**src/cur_buf_pkg.sv**
```systemverilog
// Sizes assume an 8x8 block of 8-bit pixels fetched as 32-bit words; other sizes are untested
`default_nettype none

package cur_buf_pkg;

    // ----------------------------------------
    // Pixel and block geometry
    // ----------------------------------------

    // Bits per pixel
    localparam int PIXEL_W = 8;

    // Pixels per row, and rows per block
    localparam int BLOCK_DIM = 8;

    // One block row, lowest pixel in the lowest bits
    localparam int ROW_W = BLOCK_DIM * PIXEL_W;

    // Whole block, row 0 in the lowest bits
    localparam int BLOCK_W = BLOCK_DIM * ROW_W;

    // ----------------------------------------
    // Memory side
    // ----------------------------------------

    // Memory word, four pixels
    localparam int WORD_W = 4 * PIXEL_W;

    localparam int WORDS_PER_BLOCK = BLOCK_W / WORD_W;
    localparam int WORDS_PER_ROW   = ROW_W / WORD_W;

    // Word address inside one block
    localparam int ADDR_W = $clog2(WORDS_PER_BLOCK);

    // ----------------------------------------
    // Row handover
    // ----------------------------------------

    // One step per row, the last row comes with the swap itself
    localparam int STEP_W         = $clog2(BLOCK_DIM);
    localparam int HANDOVER_STEPS = BLOCK_DIM - 1;

endpackage

`default_nettype wire
```
**src/cur_buffer.sv**
```systemverilog
// Memory gives each word the cycle after read_en; next_block needs 18 cycles after a block start
`timescale 1ns/1ps
`default_nettype none

module cur_buffer (
    input  logic                            clk,
    input  logic                            rst,
    input  logic                            en,
    input  logic                            next_block,
    input  logic [cur_buf_pkg::WORD_W-1:0]  cur_in,
    output logic [cur_buf_pkg::BLOCK_W-1:0] cur_out,
    output logic                            read_en,
    output logic [cur_buf_pkg::ADDR_W-1:0]  rd_addr
);

    import cur_buf_pkg::*;

    logic               block_start;
    logic               half;
    logic [BLOCK_W-1:0] bank0;
    logic [BLOCK_W-1:0] bank1;

    // ----------------------------------------
    // Fetch
    // ----------------------------------------

    cur_fetch_ctrl i_cur_fetch_ctrl (
        .clk         (clk),
        .rst         (rst),
        .en          (en),
        .next_block  (next_block),
        .block_start (block_start),
        .read_en     (read_en),
        .rd_addr     (rd_addr)
    );

    // ----------------------------------------
    // Ping-pong banks
    // ----------------------------------------

    cur_block_store i_cur_block_store (
        .clk     (clk),
        .rst     (rst),
        .read_en (read_en),
        .rd_addr (rd_addr),
        .half    (half),
        .cur_in  (cur_in),
        .bank0   (bank0),
        .bank1   (bank1)
    );

    // ----------------------------------------
    // Output rows
    // ----------------------------------------

    cur_row_handover i_cur_row_handover (
        .clk         (clk),
        .rst         (rst),
        .en          (en),
        .block_start (block_start),
        .bank0       (bank0),
        .bank1       (bank1),
        .half        (half),
        .cur_out     (cur_out)
    );

endmodule

`default_nettype wire

```
**src/cur_row_handover.sv**
```systemverilog
// Handover takes 8 enabled cycles; a new block start during one restarts it from row 0
`timescale 1ns/1ps
`default_nettype none

module cur_row_handover (
    input  logic                            clk,
    input  logic                            rst,
    input  logic                            en,
    input  logic                            block_start,
    input  logic [cur_buf_pkg::BLOCK_W-1:0] bank0,
    input  logic [cur_buf_pkg::BLOCK_W-1:0] bank1,
    output logic                            half,
    output logic [cur_buf_pkg::BLOCK_W-1:0] cur_out
);

    import cur_buf_pkg::*;

    logic               in_handover;
    logic [STEP_W-1:0]  step;
    logic               last_step;

    // Bank that becomes current, and the one it replaces
    logic [BLOCK_W-1:0] new_bank;
    logic [BLOCK_W-1:0] old_bank;

    logic [BLOCK_W-1:0] next_out;

    // ----------------------------------------
    // Bank select and step counter
    // ----------------------------------------

    assign last_step = (step == STEP_W'(HANDOVER_STEPS - 1));

    always_ff @(posedge clk) begin
        if (rst) begin
            half        <= 1'b0;
            in_handover <= 1'b0;
            step        <= '0;
        end else if (en) begin
            if (block_start) begin
                half        <= ~half;
                in_handover <= 1'b1;
                step        <= '0;
            end else if (in_handover) begin
                if (last_step) begin
                    in_handover <= 1'b0;
                    step        <= '0;
                end else begin
                    step <= step + 1'b1;
                end
            end
        end
    end

    // half high means bank 0 is current
    assign new_bank = half ? bank0 : bank1;
    assign old_bank = half ? bank1 : bank0;

    // ----------------------------------------
    // Row multiplexer
    // ----------------------------------------

    // Rows up to the current step already come from the new bank
    always_comb begin
        for (int r = 0; r < BLOCK_DIM; r++) begin
            if (!in_handover || (STEP_W'(r) <= step)) begin
                next_out[r * ROW_W +: ROW_W] = new_bank[r * ROW_W +: ROW_W];
            end else begin
                next_out[r * ROW_W +: ROW_W] = old_bank[r * ROW_W +: ROW_W];
            end
        end
    end

    // Held while stalled
    always_ff @(posedge clk) begin
        if (rst) begin
            cur_out <= '0;
        end else if (en) begin
            cur_out <= next_out;
        end
    end

endmodule

`default_nettype wire

```
**src/cur_block_store.sv**
```systemverilog
// half must stay stable until the last word of a fetch is written, 17 cycles after block start
`timescale 1ns/1ps
`default_nettype none

module cur_block_store (
    input  logic                            clk,
    input  logic                            rst,
    input  logic                            read_en,
    input  logic [cur_buf_pkg::ADDR_W-1:0]  rd_addr,
    input  logic                            half,
    input  logic [cur_buf_pkg::WORD_W-1:0]  cur_in,
    output logic [cur_buf_pkg::BLOCK_W-1:0] bank0,
    output logic [cur_buf_pkg::BLOCK_W-1:0] bank1
);

    import cur_buf_pkg::*;

    // Read request delayed to line up with the returned word
    logic              wr_en;
    logic [ADDR_W-1:0] wr_addr;

    // ----------------------------------------
    // Request delay
    // ----------------------------------------

    // Runs without en, so a stalled request rewrites the same word
    always_ff @(posedge clk) begin
        if (rst) begin
            wr_en   <= 1'b0;
            wr_addr <= '0;
        end else begin
            wr_en   <= read_en;
            wr_addr <= rd_addr;
        end
    end

    // ----------------------------------------
    // Bank write
    // ----------------------------------------

    // half high: bank 1 fills
    // half low: bank 0 fills
    always_ff @(posedge clk) begin
        if (rst) begin
            bank0 <= '0;
            bank1 <= '0;
        end else if (wr_en) begin
            if (half) begin
                bank1[wr_addr * WORD_W +: WORD_W] <= cur_in;
            end else begin
                bank0[wr_addr * WORD_W +: WORD_W] <= cur_in;
            end
        end
    end

endmodule

`default_nettype wire

```
**src/cur_fetch_ctrl.sv**
```systemverilog
// Memory must answer read_en one cycle later without back-pressure; next_block restarts a fetch
`timescale 1ns/1ps
`default_nettype none

module cur_fetch_ctrl (
    input  logic                           clk,
    input  logic                           rst,
    input  logic                           en,
    input  logic                           next_block,
    output logic                           block_start,
    output logic                           read_en,
    output logic [cur_buf_pkg::ADDR_W-1:0] rd_addr
);

    import cur_buf_pkg::*;

    // Set until the first block has been started
    logic cold_boot;

    logic last_word;

    // ----------------------------------------
    // Block start
    // ----------------------------------------

    // First enabled cycle after reset starts a block on its own
    assign block_start = en && (next_block || cold_boot);

    always_ff @(posedge clk) begin
        if (rst) begin
            cold_boot <= 1'b1;
        end else if (block_start) begin
            cold_boot <= 1'b0;
        end
    end

    // ----------------------------------------
    // Word read sequence
    // ----------------------------------------

    assign last_word = (rd_addr == ADDR_W'(WORDS_PER_BLOCK - 1));

    // Address stays on the last word once the fetch is done
    always_ff @(posedge clk) begin
        if (rst) begin
            read_en <= 1'b0;
            rd_addr <= '0;
        end else if (block_start) begin
            read_en <= 1'b1;
            rd_addr <= '0;
        end else if (en && read_en) begin
            if (last_word) begin
                read_en <= 1'b0;
            end else begin
                rd_addr <= rd_addr + 1'b1;
            end
        end
    end

endmodule

`default_nettype wire

```
**config.mk**
```make
export PLATFORM = sky130hd
export DESIGN_NAME = cur_buffer
export DESIGN_NICKNAME = d
export VERILOG_FILES = /design/src/cur_buf_pkg.sv /design/src/cur_buffer.sv /design/src/cur_row_handover.sv /design/src/cur_block_store.sv /design/src/cur_fetch_ctrl.sv
export SDC_FILE = /design/constraint.sdc
export NUM_CORES = 2
export LEC_CHECK = 0
export BUFFER_PORTS_ARGS = -buffer_cell sky130_fd_sc_hd__buf_4
export CAP_MARGIN = 15
export CORE_MARGIN = 8
export CORE_UTILIZATION = 60
export CTS_CLUSTER_SIZE = 16
export DETAILED_ROUTE_END_ITERATION = 8
export PLACE_DENSITY = 0.8
export SETUP_SLACK_MARGIN = 0.3
export SLEW_MARGIN = 20
export SYNTH_ARGS = -nofsm -noshare
export SYNTH_HDL_FRONTEND = slang
export SYNTH_HIERARCHICAL = 1
export SYNTH_SLANG_ARGS = --single-unit
```
**constraint.sdc**
```tcl
create_clock -name clk -period 3.65 [get_ports clk]
set_input_delay 0.5475 -clock clk [delete_from_list [all_inputs] [get_ports clk]]
set_output_delay 0.5475 -clock clk [all_outputs]
set_load 0.01 [all_outputs]
```
==> flow_summary.html <==
<table>
<tr><th>Metric</th><th>Value</th></tr>
<tr><th colspan="2">Clocking</th></tr>
<tr><td>Longest Clk Path Bufs</td><td>3</td></tr>
<tr><td>Max H-tree Level</td><td>4</td></tr>
<tr><td>Total clock sinks</td><td>1552</td></tr>
<tr><td>CTS Buf Count</td><td>156</td></tr>
<tr><td>Later-pin clock latency in the skew report</td><td>760 ps</td></tr>
<tr><td>Clock tree from TritonCTS</td><td>done</td></tr>
<tr><td>Root cell of the clock tree</td><td>clkbuf_16</td></tr>
<tr><td>Clock transition at the register clock pins on the worst setup and hold paths after CTS</td><td>60 ps</td></tr>
<tr><td>Hold buffer count at cts</td><td>0</td></tr>
<tr><th colspan="2">Logic synthesis</th></tr>
<tr><td>Count of distinct cell types in the synthesized netlist</td><td>63</td></tr>
<tr><td>Post-Syn Area per Cell</td><td>9.91 sq um</td></tr>
<tr><td>Number of warnings printed during yosys synthesis</td><td>6</td></tr>
<tr><td>Part of the Yosys area used for sequential elements</td><td>48.2%</td></tr>
<tr><td>Area of the mapped netlist</td><td>64500 sq um</td></tr>
<tr><td>Post-synthesis cell count</td><td>6502</td></tr>
<tr><td>Top_reg_cell synth</td><td>dfxtp_1</td></tr>
<tr><td>Number of flops mapped to enable cells by yosys</td><td>0</td></tr>
<tr><td>Number of synthesized register bits</td><td>1552</td></tr>
<tr><td>Synthesized Nets</td><td>6542</td></tr>
<tr><td>Share of synthesized flip-flops with an asynchronous set or reset</td><td>0%</td></tr>
<tr><th colspan="2">Power</th></tr>
<tr><td>Areal power density over the cells</td><td>499 nW/um^2</td></tr>
<tr><td>Internal power contribution</td><td>28.3 mW</td></tr>
<tr><td>Leakage power</td><td>30.2 nW</td></tr>
<tr><td>Switching Share</td><td>23.9%</td></tr>
<tr><td>Final Total Pwr</td><td>37.2 mW</td></tr>
<tr><td>Clock power share</td><td>45.0%</td></tr>
<tr><td>VDD IR-drop max</td><td>0.000359 V</td></tr>
<tr><td>Relative contribution of combinational cells to total power</td><td>7.9%</td></tr>
<tr><td>Reported net switching power</td><td>8.87 mW</td></tr>
<tr><td>Power share of the sequential group</td><td>47.1%</td></tr>
<tr><th colspan="2">Cells and area</th></tr>
<tr><td>Fraction of layout cells with a size suffix above 1</td><td>15.1%</td></tr>
<tr><td>Layout overhead on the synthesized area</td><td>15.6%</td></tr>
<tr><td>Most frequent cells in the layout</td><td>1550 x dfxtp_1, 1278 x mux2i_1, 964 x nand2b_1, 621 x buf_4, 518 x nor2_1</td></tr>
<tr><td>Post-Layout Cell Count</td><td>8268</td></tr>
<tr><td>NumNets Final</td><td>6766</td></tr>
<tr><td>Most common cell after layout, fill and taps aside</td><td>dfxtp_1</td></tr>
<tr><td>Layout filler cell count</td><td>7942</td></tr>
<tr><th colspan="2">STA</th></tr>
<tr><td>Transition time of the tightest slew-check pin</td><td>1110 ps</td></tr>
<tr><td>Slack of the critical path</td><td>472 ps</td></tr>
<tr><td>Hold violation total from the final report</td><td>0</td></tr>
<tr><td>Worst hold margin</td><td>256 ps</td></tr>
<tr><td>Post-route clock period utilization</td><td>87.1%</td></tr>
<tr><td>Number of failing setup endpoints in the final timing report</td><td>0</td></tr>
<tr><td>Rel. slew slack</td><td>26.2%</td></tr>
<tr><td>Fin Setup TNS</td><td>0 ps</td></tr>
<tr><td>Clock skew</td><td>34.8 ps</td></tr>
<tr><td>Number of slew-limit violations in the final report</td><td>0</td></tr>
<tr><td>RSZ-0062 raised after global routing</td><td>no</td></tr>
<tr><td>Time the final worst path needs with I/O delays and setup</td><td>3180 ps</td></tr>
<tr><td>Peak clock frequency supported by timing</td><td>0.315 GHz</td></tr>
<tr><th colspan="2">Global routing</th></tr>
<tr><td>Leftover overflow at the end of global routing</td><td>0</td></tr>
<tr><td>Maximum number of pins on one net before global-route repair</td><td>184</td></tr>
<tr><td>First-pass GRT wire length</td><td>291000 um</td></tr>
<tr><td>Overall global routing resource usage</td><td>31.6%</td></tr>
<tr><td>Via count of the first global-routing pass</td><td>48506</td></tr>
<tr><td>Number of antenna violations at the first check in global routing</td><td>15</td></tr>
<tr><th colspan="2">Critical path</th></tr>
<tr><td>Critical path data arrival time</td><td>3780 ps</td></tr>
<tr><td>Crit Path Category</td><td>flop to flop</td></tr>
<tr><td>Setup crit end kind</td><td>flop</td></tr>
<tr><td>Largest fanout of any net on the critical path</td><td>32</td></tr>
<tr><td>Required @ worst endpoint</td><td>4250 ps</td></tr>
<tr><td>Startpoint class of the critical path</td><td>flop</td></tr>
<tr><th colspan="2">Min path</th></tr>
<tr><td>Hold Crit Class</td><td>primary input to flop</td></tr>
<tr><th colspan="2">Detailed routing</th></tr>
<tr><td>DRC violations left</td><td>0</td></tr>
<tr><td>Post-detailed-routing wire length</td><td>195000 um</td></tr>
<tr><td>Average routed wire per standard cell</td><td>23.6 um</td></tr>
<tr><td>Number of detailed-route iterations in the first pass</td><td>6</td></tr>
<tr><td>DR vias</td><td>49326</td></tr>
<tr><td>Final antenna-violating net count</td><td>0</td></tr>
<tr><td>Routed vias/inst</td><td>5.97</td></tr>
<tr><td>Drt first-iter violations</td><td>4589</td></tr>
<tr><th colspan="2">Place</th></tr>
<tr><td>IO buf count</td><td>552</td></tr>
<tr><td>Dpl hpwl</td><td>121000 um</td></tr>
<tr><td>DP Worst Slack</td><td>110 ps</td></tr>
<tr><td>Number of cells in the design after placement</td><td>7971</td></tr>
<tr><td>Final Wtd Congestion</td><td>0.837</td></tr>
<tr><th colspan="2">Floorplanning</th></tr>
<tr><td>Placement Rows</td><td>120</td></tr>
<tr><td>Die span in x</td><td>344 um</td></tr>
<tr><td>Count of boundary I/O pins</td><td>553</td></tr>
<tr><td>Effective utilization at floorplan</td><td>60.4%</td></tr>
<tr><td>Core region area</td><td>107000 sq um</td></tr>
<tr><td>Full die area</td><td>118000 sq um</td></tr>
<tr><td>Y dimension of the die</td><td>344 um</td></tr>
<tr><th colspan="2">Status</th></tr>
<tr><td>Status</td><td>complete, no violations</td></tr>
<tr><th colspan="2">Run</th></tr>
<tr><td>Max-Cap Viols</td><td>0</td></tr>
</table>
## power by group through the flow
stage                     Combinational (mW)  Clock [mW]  Sequential, mW
after global placement                  2.85           0            17.9
final                                   2.93        16.7            17.5
after floorplan                         1.69           0            17.9
after detailed placement                2.89           0            17.9
after CTS                               2.90        16.9            17.5
after global routing                    3.06        17.6            17.5
## cell usage after synthesis, types with 2 or more instances
master	count	area share, %
nand2b_1	964	9.4
buf_6	16	0.28
xnor2_1	3	0.041
a21oi_1	47	0.36
clkbuf_2	6	0.047
xnor2_4	4	0.17
buf_4	11	0.13
nor2_1	532	3.1
nor2b_1	40	0.39
nor3b_2	2	0.039
nand2_1	498	2.9
clkbuf_1	409	2.4
or2_2	3	0.029
nand3b_1	89	1.0
buf_2	108	0.84
and3_1	2	0.019
ha_1	4	0.078
or3_1	5	0.049
nand3_1	211	1.6
o21a_1	3	0.035
mux2_1	2	0.035
nor4_1	8	0.078
a211oi_1	323	3.8
buf_1	22	0.13
and2_1	3	0.029
dfxtp_1	1552	48
a311oi_1	139	1.9
o21ai_0	68	0.53
nor4_2	4	0.078
inv_1	8	0.047
or4_1	8	0.093
nor3_1	5	0.039
o21ai_1	27	0.21
a311oi_2	53	1.2
mux2i_1	1278	20
buf_8	18	0.42
## kinds of logic after synthesis
family          synth area share, %
compound gates                 8.19
xor+xnor                      0.250
fa+ha+maj                    0.0776
buf+inv                        4.27
flops                          48.2
mux                            19.9
simple gates                   19.1
## cell type report
| class | count | area (sq um) | share of cell area [%] |
|---|---|---|---|
| antenna | 10 | 25.0 | 0.0336 |
| clock buffer | 233 | 4690 | 6.30 |
| clock inverter | 54 | 696 | 0.933 |
| inverter | 9 | 33.8 | 0.0453 |
| multi-input combinational | 4351 | 30900 | 41.5 |
| sequential | 1552 | 31100 | 41.7 |
| tap | 1403 | 1760 | 2.36 |
| timing repair buffer | 656 | 5350 | 7.18 |
## critical path, stage by stage, from the launching register on
cell and delay [ps]:
dfxtp_2 420, inv_1 110, ha_2 470, nand2b_1 210
or4_4 570, or4_2 670, buf_4 330, mux2i_1 200
## through the flow
step / util (%) / instance area [sq um]
4_1_cts: 69.8 / 74500
6_report: 69.8 / 74500
3_5_place_dp: 64.7 / 69100
5_1_grt: 69.8 / 74500
3_3_place_gp: 64.7 / 69100
2_1_floorplan: - / 64500
## worst paths after layout
kind / cells after the start / slack, ps / startpoint / endpoint
hold / removal: 3 / 260 / cur_in[26] / i_cur_block_store/bank0[26]$_SDFFE_PP0P_
setup / recovery: 7 / 470 / i_cur_block_store/wr_addr[0]$_SDFF_PP0_ / i_cur_block_store/bank1[475]$_SDFFE_PP0P_
hold reg to reg: 1 / 450 / i_cur_fetch_ctrl/cold_boot$_SDFFE_PP1P_ / i_cur_fetch_ctrl/cold_boot$_SDFFE_PP1P_
setup reg to reg: 7 / 470 / i_cur_block_store/wr_addr[0]$_SDFF_PP0_ / i_cur_block_store/bank1[475]$_SDFFE_PP0P_
## sequential cells by signal, summed over array words and instances (netlist names), 3 cells and up
signal                      count
i_cur_row_handover/cur_out    512
i_cur_block_store/bank0       512
i_cur_fetch_ctrl/rd_addr        4
i_cur_row_handover/step         3
i_cur_block_store/bank1       512
i_cur_block_store/wr_addr       4
## metal layers
layer	track usage [%]	up-vias	part of all wire (%)
li1	-	22846	-
met1	40.3	24109	41
met2	49.7	1943	45
met3	7.09	428	8.8
met4	17.2	0	5.1
met5	0	-	0
## what timing repair did
action / CTS / global route
resized for setup: 2 / 4
endpoints found under the setup margin: 32 / 126
buffers inserted: 0 / 0
(Power assumes the default switching activity.)
